[config.mk]
export PLATFORM = sky130hd
export DESIGN_NAME = ooo_core
export DESIGN_NICKNAME = d
export VERILOG_FILES = /design/src/ooo_pkg.sv /design/src/ooo_core.sv /design/src/alu.sv /design/src/reservation_station.sv /design/src/register_file.sv /design/src/decode.sv /design/src/instruction_queue.sv
export VERILOG_INCLUDE_DIRS = /design/src /design/src/src
export SDC_FILE = /design/constraint.sdc
export NUM_CORES = 2
export LEC_CHECK = 0
export BUFFER_PORTS_ARGS = -buffer_cell sky130_fd_sc_hd__clkbuf_2
export CORE_ASPECT_RATIO = 1.1
export CORE_MARGIN = 2
export CORE_UTILIZATION = 55
export DETAILED_ROUTE_END_ITERATION = 12
export HOLD_SLACK_MARGIN = 0.1
export PLACE_DENSITY_LB_ADDON = 0.1
export REMOVE_ABC_BUFFERS = 1
export SLEW_MARGIN = 20
export SYNTH_ARGS = -nofsm -noshare
export SYNTH_HDL_FRONTEND = slang
export SYNTH_HIERARCHICAL = 1
export SYNTH_SLANG_ARGS = --single-unit
[constraint.sdc]
create_clock -name clk_in -period 23 [get_ports clk_in]
set_clock_uncertainty 0.05 [all_clocks]
set_input_delay 1.15 -clock clk_in [delete_from_list [all_inputs] [get_ports clk_in]]
set_output_delay 1.15 -clock clk_in [all_outputs]
set_load 0.01 [all_outputs]
[src/ooo_settings.svh]
`ifndef OOO_SETTINGS_SVH
`define OOO_SETTINGS_SVH

// instruction queue entries
`define OOO_IQ_DEPTH 4

// reservation station entries, also sets the tag width
`define OOO_RS_DEPTH 4

// datapath width
`define OOO_XLEN 32

`endif
[src/ooo_pkg.sv]
`include "ooo_settings.svh"

package ooo_pkg;

  localparam int TAG_W = $clog2(`OOO_RS_DEPTH);

  // index of the station entry that produces a value
  typedef logic [TAG_W-1:0] tag_t;

  typedef enum logic [1:0] {
    OP,
    OPIMM,
    LUI,
    NOP
  } itype_e;

  typedef enum logic [3:0] {
    ALU_ADD   = 4'd0,
    ALU_SUB   = 4'd1,
    ALU_SLL   = 4'd2,
    ALU_SLT   = 4'd3,
    ALU_SLTU  = 4'd4,
    ALU_XOR   = 4'd5,
    ALU_SRL   = 4'd6,
    ALU_SRA   = 4'd7,
    ALU_OR    = 4'd8,
    ALU_AND   = 4'd9,
    ALU_PASSB = 4'd10  // lui, result is operand b
  } alu_func_e;

  typedef struct packed {
    itype_e                itype;
    alu_func_e             alu_func;
    logic [4:0]            rd;
    logic [4:0]            rs1;
    logic [4:0]            rs2;
    logic [`OOO_XLEN-1:0]  imm;
  } decoded_t;

  // value is only meaningful when ready, otherwise wait on tag
  typedef struct packed {
    logic                  ready;
    tag_t                  tag;
    logic [`OOO_XLEN-1:0]  value;
  } operand_t;

  typedef struct packed {
    logic                  valid;
    tag_t                  tag;
    logic [4:0]            rd;
    logic [`OOO_XLEN-1:0]  value;
  } cdb_t;

endpackage

[src/ooo_core.sv]
`include "ooo_settings.svh"

module ooo_core (
  input  logic                 clk_in,
  input  logic                 reset,
  input  logic                 inst_valid,
  input  logic [31:0]          inst,
  output logic                 inst_ready,
  output ooo_pkg::cdb_t        cdb,
  output logic                 busy,
  input  logic [4:0]           dbg_addr,
  output logic [`OOO_XLEN-1:0] dbg_data
);
  import ooo_pkg::*;

  logic [31:0]          iq_head;
  logic                 iq_empty;
  logic                 iq_full;
  decoded_t             dec;
  operand_t             rf_op1;
  operand_t             rf_op2;
  operand_t             rs_op2;
  tag_t                 free_tag;
  logic                 has_free;
  logic                 dispatch;
  logic                 alloc;
  logic                 use_imm;
  logic                 issue;
  tag_t                 issue_tag;
  logic [4:0]           issue_rd;
  alu_func_e            issue_func;
  logic [`OOO_XLEN-1:0] issue_a;
  logic [`OOO_XLEN-1:0] issue_b;
  logic                 rs_occupied;

  assign inst_ready = !iq_full;

  // nops leave the queue without a station entry
  assign dispatch = !iq_empty && (dec.itype == NOP || has_free);
  assign alloc    = dispatch && dec.itype != NOP;
  assign use_imm  = (dec.itype == OPIMM) || (dec.itype == LUI);
  assign rs_op2   = use_imm ? operand_t'{ready: 1'b1, tag: '0, value: dec.imm} : rf_op2;

  assign busy = !iq_empty || rs_occupied || cdb.valid;

  instruction_queue u_iq (
    .clk_in (clk_in),
    .reset  (reset),
    .push   (inst_valid),
    .din    (inst),
    .pop    (dispatch),
    .dout   (iq_head),
    .empty  (iq_empty),
    .full   (iq_full)
  );

  decode u_decode (
    .inst (iq_head),
    .dec  (dec)
  );

  register_file u_rf (
    .clk_in     (clk_in),
    .reset      (reset),
    .rs1        (dec.rs1),
    .rs2        (dec.rs2),
    .op1        (rf_op1),
    .op2        (rf_op2),
    .rename_en  (alloc),
    .rename_rd  (dec.rd),
    .rename_tag (free_tag),
    .cdb        (cdb),
    .dbg_addr   (dbg_addr),
    .dbg_data   (dbg_data)
  );

  reservation_station u_rs (
    .clk_in     (clk_in),
    .reset      (reset),
    .alloc      (alloc),
    .alloc_func (dec.alu_func),
    .alloc_rd   (dec.rd),
    .alloc_op1  (rf_op1),
    .alloc_op2  (rs_op2),
    .free_tag   (free_tag),
    .has_free   (has_free),
    .cdb        (cdb),
    .issue      (issue),
    .issue_tag  (issue_tag),
    .issue_rd   (issue_rd),
    .issue_func (issue_func),
    .issue_a    (issue_a),
    .issue_b    (issue_b),
    .occupied   (rs_occupied)
  );

  alu u_alu (
    .clk_in     (clk_in),
    .reset      (reset),
    .issue      (issue),
    .issue_tag  (issue_tag),
    .issue_rd   (issue_rd),
    .issue_func (issue_func),
    .issue_a    (issue_a),
    .issue_b    (issue_b),
    .cdb        (cdb)
  );

endmodule

[src/alu.sv]
`include "ooo_settings.svh"

module alu (
  input  logic                 clk_in,
  input  logic                 reset,
  input  logic                 issue,
  input  ooo_pkg::tag_t        issue_tag,
  input  logic [4:0]           issue_rd,
  input  ooo_pkg::alu_func_e   issue_func,
  input  logic [`OOO_XLEN-1:0] issue_a,
  input  logic [`OOO_XLEN-1:0] issue_b,
  output ooo_pkg::cdb_t        cdb
);
  import ooo_pkg::*;

  logic [`OOO_XLEN-1:0] result;
  logic [4:0]           shamt;

  assign shamt = issue_b[4:0];  // shifts use low five bits

  always_comb begin
    case (issue_func)
      ALU_ADD:   result = issue_a + issue_b;
      ALU_SUB:   result = issue_a - issue_b;
      ALU_SLL:   result = issue_a << shamt;
      ALU_SLT:   result = {{(`OOO_XLEN - 1){1'b0}}, $signed(issue_a) < $signed(issue_b)};
      ALU_SLTU:  result = {{(`OOO_XLEN - 1){1'b0}}, issue_a < issue_b};
      ALU_XOR:   result = issue_a ^ issue_b;
      ALU_SRL:   result = issue_a >> shamt;
      ALU_SRA:   result = $signed(issue_a) >>> shamt;
      ALU_OR:    result = issue_a | issue_b;
      ALU_AND:   result = issue_a & issue_b;
      ALU_PASSB: result = issue_b;
      default:   result = '0;
    endcase
  end

  always_ff @(posedge clk_in) begin
    cdb.tag   <= issue_tag;
    cdb.rd    <= issue_rd;
    cdb.value <= result;
    if (reset) cdb.valid <= 1'b0;
    else cdb.valid <= issue;  // one cycle pulse per issue
  end

endmodule

[src/reservation_station.sv]
`include "ooo_settings.svh"

module reservation_station (
  input  logic                 clk_in,
  input  logic                 reset,
  input  logic                 alloc,
  input  ooo_pkg::alu_func_e   alloc_func,
  input  logic [4:0]           alloc_rd,
  input  ooo_pkg::operand_t    alloc_op1,
  input  ooo_pkg::operand_t    alloc_op2,
  output ooo_pkg::tag_t        free_tag,
  output logic                 has_free,
  input  ooo_pkg::cdb_t        cdb,
  output logic                 issue,
  output ooo_pkg::tag_t        issue_tag,
  output logic [4:0]           issue_rd,
  output ooo_pkg::alu_func_e   issue_func,
  output logic [`OOO_XLEN-1:0] issue_a,
  output logic [`OOO_XLEN-1:0] issue_b,
  output logic                 occupied
);
  import ooo_pkg::*;

  localparam int DEPTH = `OOO_RS_DEPTH;

  logic [DEPTH-1:0] valid;
  logic [DEPTH-1:0] ready;
  alu_func_e        func [DEPTH];
  logic [4:0]       rd [DEPTH];
  operand_t         op1 [DEPTH];
  operand_t         op2 [DEPTH];

  always_comb begin
    for (int i = 0; i < DEPTH; i++) begin
      ready[i] = valid[i] && op1[i].ready && op2[i].ready;
    end
  end

  // descending scan so the lowest index wins
  always_comb begin
    has_free  = 1'b0;
    free_tag  = '0;
    issue     = 1'b0;
    issue_tag = '0;
    for (int i = DEPTH - 1; i >= 0; i--) begin
      if (!valid[i]) begin
        has_free = 1'b1;
        free_tag = tag_t'(i);
      end
      if (ready[i]) begin
        issue     = 1'b1;
        issue_tag = tag_t'(i);
      end
    end
  end

  assign issue_rd   = rd[issue_tag];
  assign issue_func = func[issue_tag];
  assign issue_a    = op1[issue_tag].value;
  assign issue_b    = op2[issue_tag].value;
  assign occupied   = |valid;

  always_ff @(posedge clk_in) begin
    if (reset) begin
      valid <= '0;
    end else begin
      if (issue) valid[issue_tag] <= 1'b0;  // freed as it leaves for the alu
      if (alloc && has_free) valid[free_tag] <= 1'b1;
    end
  end

  always_ff @(posedge clk_in) begin
    // cdb snoop for waiting operands
    for (int i = 0; i < DEPTH; i++) begin
      if (cdb.valid && valid[i]) begin
        if (!op1[i].ready && op1[i].tag == cdb.tag) begin
          op1[i].ready <= 1'b1;
          op1[i].value <= cdb.value;
        end
        if (!op2[i].ready && op2[i].tag == cdb.tag) begin
          op2[i].ready <= 1'b1;
          op2[i].value <= cdb.value;
        end
      end
    end
    if (alloc && has_free) begin
      func[free_tag] <= alloc_func;
      rd[free_tag]   <= alloc_rd;
      op1[free_tag]  <= alloc_op1;  // already bypassed by the register file
      op2[free_tag]  <= alloc_op2;
    end
  end

endmodule

[src/register_file.sv]
`include "ooo_settings.svh"

module register_file (
  input  logic                 clk_in,
  input  logic                 reset,
  input  logic [4:0]           rs1,
  input  logic [4:0]           rs2,
  output ooo_pkg::operand_t    op1,
  output ooo_pkg::operand_t    op2,
  input  logic                 rename_en,
  input  logic [4:0]           rename_rd,
  input  ooo_pkg::tag_t        rename_tag,
  input  ooo_pkg::cdb_t        cdb,
  input  logic [4:0]           dbg_addr,
  output logic [`OOO_XLEN-1:0] dbg_data
);
  import ooo_pkg::*;

  logic [`OOO_XLEN-1:0] regs [32];
  logic [31:0]          pending;  // register waits on a station entry
  tag_t                 tags [32];
  logic                 rename_ok;
  logic                 wb_ok;

  // read with bypass from the broadcast of this cycle
  function automatic operand_t read_port(input logic [4:0] addr,
                                         input logic [`OOO_XLEN-1:0] val,
                                         input logic waiting,
                                         input tag_t tg,
                                         input cdb_t bus);
    operand_t o;
    o.ready = 1'b1;
    o.tag   = '0;
    o.value = val;
    if (addr == 5'd0) begin
      o.value = '0;
    end else if (waiting) begin
      if (bus.valid && bus.tag == tg && bus.rd == addr) begin
        o.value = bus.value;
      end else begin
        o.ready = 1'b0;
        o.tag   = tg;
        o.value = '0;
      end
    end
    return o;
  endfunction

  assign op1 = read_port(rs1, regs[rs1], pending[rs1], tags[rs1], cdb);
  assign op2 = read_port(rs2, regs[rs2], pending[rs2], tags[rs2], cdb);
  assign dbg_data = (dbg_addr == 5'd0) ? '0 : regs[dbg_addr];

  assign rename_ok = rename_en && rename_rd != 5'd0;
  // an older result must not overwrite a newer rename
  assign wb_ok = cdb.valid && cdb.rd != 5'd0 && pending[cdb.rd] && tags[cdb.rd] == cdb.tag
                 && !(rename_ok && rename_rd == cdb.rd);

  always_ff @(posedge clk_in) begin
    if (reset) begin
      pending <= '0;
      for (int i = 0; i < 32; i++) begin
        regs[i] <= '0;
        tags[i] <= '0;
      end
    end else begin
      if (wb_ok) begin
        regs[cdb.rd]    <= cdb.value;
        pending[cdb.rd] <= 1'b0;
      end
      if (rename_ok) begin
        pending[rename_rd] <= 1'b1;
        tags[rename_rd]    <= rename_tag;
      end
    end
  end

endmodule

[src/decode.sv]
module decode (
  input  logic [31:0]       inst,
  output ooo_pkg::decoded_t dec
);
  import ooo_pkg::*;

  localparam logic [6:0] OPC_OP    = 7'b0110011;
  localparam logic [6:0] OPC_OPIMM = 7'b0010011;
  localparam logic [6:0] OPC_LUI   = 7'b0110111;

  logic [6:0] opcode;
  logic [2:0] funct3;
  logic [6:0] funct7;
  logic       f7_alt;     // bit 30 variant, sub or sra
  logic       alt_ok;
  logic       f7_ok;
  logic       is_shift;
  logic [31:0] imm_i;
  logic [31:0] imm_u;
  alu_func_e  base_func;

  assign opcode   = inst[6:0];
  assign funct3   = inst[14:12];
  assign funct7   = inst[31:25];
  assign f7_alt   = (funct7 == 7'b0100000);
  assign is_shift = (funct3[1:0] == 2'b01);
  assign alt_ok   = (funct3 == 3'b101) || (funct3 == 3'b000 && opcode == OPC_OP);
  assign f7_ok    = (funct7 == 7'b0000000) || (f7_alt && alt_ok);
  assign imm_i    = {{20{inst[31]}}, inst[31:20]};
  assign imm_u    = {inst[31:12], 12'b0};

  always_comb begin
    case (funct3)
      3'b000:  base_func = (f7_alt && opcode == OPC_OP) ? ALU_SUB : ALU_ADD;
      3'b001:  base_func = ALU_SLL;
      3'b010:  base_func = ALU_SLT;
      3'b011:  base_func = ALU_SLTU;
      3'b100:  base_func = ALU_XOR;
      3'b101:  base_func = f7_alt ? ALU_SRA : ALU_SRL;
      3'b110:  base_func = ALU_OR;
      default: base_func = ALU_AND;
    endcase
  end

  always_comb begin
    dec.itype    = NOP;
    dec.alu_func = ALU_ADD;
    dec.rd       = '0;
    dec.rs1      = '0;
    dec.rs2      = '0;
    dec.imm      = '0;
    case (opcode)
      OPC_OP: if (f7_ok) begin
        dec.itype    = OP;
        dec.alu_func = base_func;
        dec.rd       = inst[11:7];
        dec.rs1      = inst[19:15];
        dec.rs2      = inst[24:20];
      end
      // funct7 only constrains the immediate shifts
      OPC_OPIMM: if (!is_shift || f7_ok) begin
        dec.itype    = OPIMM;
        dec.alu_func = base_func;
        dec.rd       = inst[11:7];
        dec.rs1      = inst[19:15];
        dec.imm      = imm_i;
      end
      OPC_LUI: begin
        dec.itype    = LUI;
        dec.alu_func = ALU_PASSB;
        dec.rd       = inst[11:7];
        dec.imm      = imm_u;  // rs1 stays x0
      end
      default: ;
    endcase
  end

endmodule

[src/instruction_queue.sv]
`include "ooo_settings.svh"

module instruction_queue (
  input  logic        clk_in,
  input  logic        reset,
  input  logic        push,
  input  logic [31:0] din,
  input  logic        pop,
  output logic [31:0] dout,
  output logic        empty,
  output logic        full
);

  localparam int DEPTH = `OOO_IQ_DEPTH;
  localparam int PTR_W = (DEPTH > 1) ? $clog2(DEPTH) : 1;

  logic [31:0]      mem [DEPTH];
  logic [PTR_W-1:0] rd_ptr;
  logic [PTR_W-1:0] wr_ptr;
  logic [PTR_W:0]   count;
  logic             do_push;
  logic             do_pop;

  assign empty   = (count == '0);
  assign full    = (count == (PTR_W + 1)'(DEPTH));
  assign do_push = push && !full;  // push on full is dropped
  assign do_pop  = pop && !empty;
  assign dout    = mem[rd_ptr];    // head falls through

  always_ff @(posedge clk_in) begin
    if (do_push) mem[wr_ptr] <= din;
  end

  always_ff @(posedge clk_in) begin
    if (reset) begin
      rd_ptr <= '0;
      wr_ptr <= '0;
      count  <= '0;
    end else begin
      if (do_push) wr_ptr <= (wr_ptr == PTR_W'(DEPTH - 1)) ? '0 : wr_ptr + 1'b1;
      if (do_pop) rd_ptr <= (rd_ptr == PTR_W'(DEPTH - 1)) ? '0 : rd_ptr + 1'b1;
      // simultaneous push and pop leaves count alone
      if (do_push && !do_pop) count <= count + 1'b1;
      else if (do_pop && !do_push) count <= count - 1'b1;
    end
  end

endmodule

Word level (Yosys, flattened, before mapping)
Memories as Yosys holds them, arrays and structs flattened. A register that Yosys moved wholly into a read port is not among the register bits.
Index checks and enable logic that the tools add are counted.
{"block": "classes", "add_sub_neg": 6, "order_cmp": 12, "eq_ne": 42, "shifts": 3, "mux": 107, "bitwise_logic": 9, "reduce_logical": 78}
{"op": "$pmux 32 s11", "count": 1}
{"op": "$mux 32", "count": 10}
{"op": "$mux 35", "count": 3}
{"op": "$and 32x32->32", "count": 2}
{"op": "$lt 32x32->1", "count": 2}
{"op": "$or 32x32->32", "count": 2}
{"op": "$pmux 32 s2", "count": 1}
{"op": "$mux 1", "count": 55}
{"op": "$logic_and 1x1->1", "count": 44}
{"op": "$pmux 11 s3", "count": 1}
{"op": "$add 32x32->32", "count": 1}
{"op": "$not 32->32", "count": 1}
{"op": "$reduce_or 32->1", "count": 1}
{"op": "$shl 32x5->32", "count": 1}
{"op": "$shr 32x5->32", "count": 1}
{"op": "$sshr 32x5->32", "count": 1}
{"op": "$sub 32x32->32", "count": 1}
{"op": "$xor 32x32->32", "count": 1}
{"op": "$pmux 4 s7", "count": 1}
{"op": "$mux 2", "count": 13}
{"op": "$lt 5x6->1 const B", "count": 4}
{"op": "$eq 2x2->1", "count": 11}
{"op": "$eq 7x6->1 const B", "count": 3}
{"op": "$mux 21", "count": 1}
{"op": "other kinds (39)", "count": 95}
{"block": "word_totals", "ff_bits": 78, "ramBits": 1532, "input_bits": 40, "output_inout_bits": 74, "n_memories": 7}
{"memory": "u_rf.regs", "depth": 32, "width": 32, "rd": 3, "rd_ports_with_merged_regs": 0, "wr": 32, "line": "register_file.sv:19", "text": "logic [`OOO_XLEN-1:0] regs [32];"}
{"memory": "u_rs.op1", "depth": 4, "width": 35, "rd": 5, "rd_ports_with_merged_regs": 0, "wr": 5, "line": "reservation_station.sv:30", "text": "operand_t op1 [DEPTH];"}
{"memory": "u_rs.op2", "depth": 4, "width": 35, "rd": 5, "rd_ports_with_merged_regs": 0, "wr": 5, "line": "reservation_station.sv:31", "text": "operand_t op2 [DEPTH];"}
{"memory": "u_iq.mem", "depth": 4, "width": 32, "rd": 1, "rd_ports_with_merged_regs": 1, "wr": 1, "line": "instruction_queue.sv:17", "text": "logic [31:0] mem [DEPTH];"}
{"memory": "u_rf.tags", "depth": 32, "width": 2, "rd": 3, "rd_ports_with_merged_regs": 0, "wr": 32, "line": "register_file.sv:21", "text": "tag_t tags [32];"}
{"memory": "u_rs.rd", "depth": 4, "width": 5, "rd": 1, "rd_ports_with_merged_regs": 1, "wr": 1, "line": "reservation_station.sv:29", "text": "logic [4:0] rd [DEPTH];"}
{"memory": "1 more memories"}

Depth between registers and ports, before layout
{"block": "logic_depth", "ltp_word": 21, "mapped_depth": 23, "ltp_nobuf": 16}

Cells and area by module
Netlist, hierarchy kept.
{"module": "register_file", "n_inst": 1, "cells_each": 4740, "area_each_um2": 67380.9}
{"module": "reservation_station", "n_inst": 1, "cells_each": 1333, "area_each_um2": 14227.4}
{"module": "alu", "n_inst": 1, "cells_each": 1425, "area_each_um2": 9859.5}
{"module": "instruction_queue", "n_inst": 1, "cells_each": 217, "area_each_um2": 5098.6}
{"module": "decode", "n_inst": 1, "cells_each": 114, "area_each_um2": 704.4}
{"module": "ooo_core", "n_inst": 1, "cells_each": 44, "area_each_um2": 589.3}

Worst setup path after synthesis
Ideal clock, no wire load.
{"block": "synth_path", "path_kind": "reg-to-reg", "start": "register with a tool-made name", "end": "memory u_rf/regs[12][0] (netlist bit) (enable)", "arrival_ns": 7.008, "required_ns": 22.480, "path_slack_ns": 15.472, "stages_incl_launch_ff": 19, "n_path_buf": 8, "path_cell_list": "dfxtp_1 buf_2 buf_4 mux4_2 buf_2 nand2b_1 o311ai_1 buf_2 o21ai_1 clkbuf_1 or3_1 clkbuf_1 o311ai_0 o221ai_1 nor4_4 nand3_1 clkbuf_1 buf_2 o31ai_1"}
{"element": "to (decl)", "line": "register_file.sv:19"}

==> impl_metrics.toml <==
[grt]
grt_start_max_net_pins = 128
gr-usage-all-layers = 0.4202
grt_use_met3 = 0.1212
grt-busiest-layer = "met2"
grt_pass1_vias = 73800
grt-ovfl-total = 0
met2_usage = 0.6401
antenna_found_initial = 7
grt_use_met1 = 0.5310
grt_pass1_wl_um = 538300

[sta]
worstMarginPinSlew_ps = 1294
hold_viol_final = 0
min_period_over_period = 0.3711
rsz0062_at_grt = "no"
finalSetupViolations = 0
fin_crit_ps = 8535
fin_hold_ws_ps = 383.5
fmax_mhz = 117.2
timing.final.ws_setup_ps = 14470
slew_headroom = 0.1321
drv_slew = 0

[place]
io_buffers = 113
dp_cells = 9912
gp_congestion = 0.9983
dpl_worst_slack_ps = 14420
dp_hpwl_um = 230100

[die]
fp.coreArea_um2 = 177000
rows = 162
die_h_um = 446.4
ioPinCount = 114
dieArea_um2 = 181300
die_w_um = 406.2
start_util = 0.5530

[synthesis]
synthCells = 7873
yosys_register_bits = 1617
yosys.cell_types.count = 112
yosysSeqAreaShare = 0.4867
synth_top_area_cell = "edfxtp_1"
async_flop_share = 0
synth_area_leaders = "edfxtp_1 47%, mux4_2 22%, nor2_1 4.9%"
synth_area_per_cell_um2 = 12.43
ys_dominant_reg_cell = "edfxtp_1"
ys_warn_count = 6
syn-cell-area_um2 = 97860
synth_top_area_frac = 0.4676
synth_edf_count = 1524

[critical_path]
cp_max_fo = 127
cp_cell_sequence = "buf_4 -> mux4_2 -> nand4b_1 -> or3_1 -> nor3_2 -> buf_4 -> buf_12 -> buf_12 -> buf_4 -> mux2_2 -> a221oi_1 -> nor3_1 -> a221oi_1 -> nor2_1 -> a211oi_1 -> a21oi_1 -> nand2_1 -> nand2_1"
crit_path_end_kind = "register"
critical_path.max_stage_delay_ps = 1060
path_class = "reg2reg"
cp_common_cell = "buf_4"
r2r_cells = 18
reg2reg_to = "u_rs/op1[1][2]$_DFFE_PP_"
r2r_setup_slack_ps = 14470
cp_data_arrival_time_ps = 9070
startpoint_type = "register"
critPathSlowestCell = "a211oi_1"
cp.required_ps = 23540

[job]
drv_cap = 0

[route]
first_pass_iters = 7
antenna_left = 0
num_vias = 76090
drtIter0Drc = 12590
routed_wl_um = 382300
wl_per_cell_um = 37.37
drt-vias-per-instance = 7.439
drc = 0

[clock_network]
insertion_delay_ps = 860
clk_pin_slew_ps = 60
cts.sinks = 1617
holdBufCountCts = 0
post_cts_buffers = 0
numCtsBuffers = 171
cts.repair.resized = 0
h-tree-depth = 4
tritoncts = "done"
clockBufferDepth = 3
cts-root-buf = "clkbuf_16"

[finish]
fin_cells = 10230
drive_gt1_frac = 0.2326
layout.nets = 7857
n_fill_cell = 14110
areaGrowthSynthToFinish_pct = 8.783

[hold_path]
hold_start = "u_rs/rd[0][2]$_DFFE_PP_"
min_to = "u_alu/cdb[34]$_DFF_P_"
holdPathStages = 2
hold_class = "reg2reg"

[power_and_ir_drop]
clockPowerShare = 0.392
cellPowerDensity_nw_per_um2 = 67.37
pwr-share-comb = 0.130
ir_worst_vdd_v = 0.00008320
p_sw_frac = 0.2664
power.net_switching_w = 0.001911
internal_power_w = 0.005261
p_seq_frac = 0.478
p_total_w = 0.007171
p_leak_nw = 35.98

[outcome]
status = "complete, no violations"
[flip-flops by register name (all words and copies together), names as in the netlist, named ones only]
name,count
u_iq/rd_ptr,2
u_rf/tags,64
u_rs/rd,20
u_rs/op1,140
u_rf/regs,1024
u_rf/pending,32
u_iq/mem,128
u_alu/cdb,40
u_iq/count,3
u_iq/wr_ptr,2
u_rs/valid,4
u_rs/func,16
u_rs/op2,140
[power by group through the flow]
stage	combinational (W)	sequential, W	clock [W]
after global placement	0.000898	0.00347	0
after detailed placement	0.000907	0.00348	0
final	0.000933	0.00343	0.00281
after floorplan	0.000561	0.00346	0
after CTS	0.000911	0.00342	0.00282
after global routing	0.000967	0.00343	0.00293
[cells by family (layout without fill, tap and decap cells)]
| kind of cell | count (synthesis) | count (layout) | synth area share |
|---|---|---|---|
| AOI/OAI and AO/OA | 1050 | 1050 | 0.07627 |
| xor gates and xnor gates | 45 | 45 | 0.004027 |
| adders and majority gates | 110 | 110 | 0.01429 |
| buffers and inverters | 839 | 778 | 0.03721 |
| DFF | 1617 | 1617 | 0.4867 |
| muxes | 1286 | 1286 | 0.2564 |
| other | 1 | 40 | 0.00003832 |
| and+or+nand+nor | 2925 | 2925 | 0.1251 |
[per-stage QoR]
stage | cell area, µm² | util | TNS, ps
final | 106500 | 0.6016 | 0
after global routing | 106400 | 0.6015 | 0
after CTS | 106400 | 0.6015 | 0
after detailed placement | 100900 | 0.5700 | 0
after global placement | 100900 | 0.5700 | 0
after floorplan | 94870 | - | -3463430
[synth_stat cells, types with 68 or more instances]
| library cell | number |
|---|---|
| mux2i_1 | 232 |
| buf_1 | 137 |
| nor3_1 | 195 |
| nor2_1 | 1271 |
| o22ai_1 | 81 |
| a222oi_1 | 81 |
| ha_1 | 107 |
| clkbuf_1 | 405 |
| inv_1 | 128 |
| nand2_1 | 1096 |
| o21ai_0 | 176 |
| a221oi_1 | 78 |
| edfxtp_1 | 1524 |
| buf_2 | 112 |
| mux4_2 | 959 |
| mux2_2 | 68 |
| a21oi_1 | 192 |
| dfxtp_1 | 93 |
| and2_1 | 81 |
[cell usage in the layout (no fill, tap or decap), types with 19 or more instances in the layout]
cell type	n
edfxtp_1	1524
nor2_1	1260
nand2_1	1089
mux4_2	959
mux2i_1	232
buf_4	210
a21oi_1	191
nor3_1	188
o21ai_0	176
clkbuf_16	175
inv_1	126
clkbuf_2	107
ha_1	106
dfxtp_1	91
o22ai_1	81
a222oi_1	81
and2_1	79
a221oi_1	78
mux2_2	68
a211oi_1	56
nor2b_1	49
nand3_1	43
a31o_2	40
clkbuf_1	36
nand4_1	36
clkinv_2	35
conb_1	34
a21o_1	33
clkinv_1	28
xor2_1	28
mux2_4	27
a22oi_1	27
o211ai_1	26
nand2b_1	25
o31ai_4	24
a41oi_1	20
o31ai_1	19
a31oi_1	19
[worst max path at each step]
stage / endpoint / slack (ps) / cells after the start
2_1_floorplan: u_rs/op1[1][30]$_DFFE_PP_ / -21210 / 14
3_3_place_gp: u_rs/op2[0][5]$_DFFE_PP_ / 14560 / 17
3_5_place_dp: u_rs/op2[0][5]$_DFFE_PP_ / 14420 / 17
4_1_cts: u_rs/op2[0][5]$_DFFE_PP_ / 14380 / 17
5_1_grt: u_rs/op2[0][5]$_DFFE_PP_ / 13890 / 17
6_report: u_rs/op1[1][2]$_DFFE_PP_ / 14470 / 18
[routing by layer]
layer / routed length (µm) / up-vias
li1: - / 30060
met1: 128600 / 38080
met2: 172200 / 6462
met3: 52330 / 1476
met4: 29070 / 8
met5: 92 / -
[critical path: cells and delay by family, from the launching register on]
kind,cells,cell delay [ps]
buf+inv,5,3060
compound gates,4,1750
simple gates,7,1480
mux,2,1030
flops,1,640
[cell type report]
class / count / area [µm²] / area share
inverters: 140 / 536.8 / 0.005042
multi-input cells: 5450 / 47460 / 0.4458
repair buffers: 327 / 2285 / 0.02146
clock inverters: 99 / 1030 / 0.009673
clock buffers: 212 / 4528 / 0.04254
diodes: 6 / 15.01 / 0.0001410
well taps: 2378 / 2975 / 0.02795
flip-flops and latches: 1617 / 47630 / 0.4474
No activity file was read; power rests on OpenSTA's default activity.
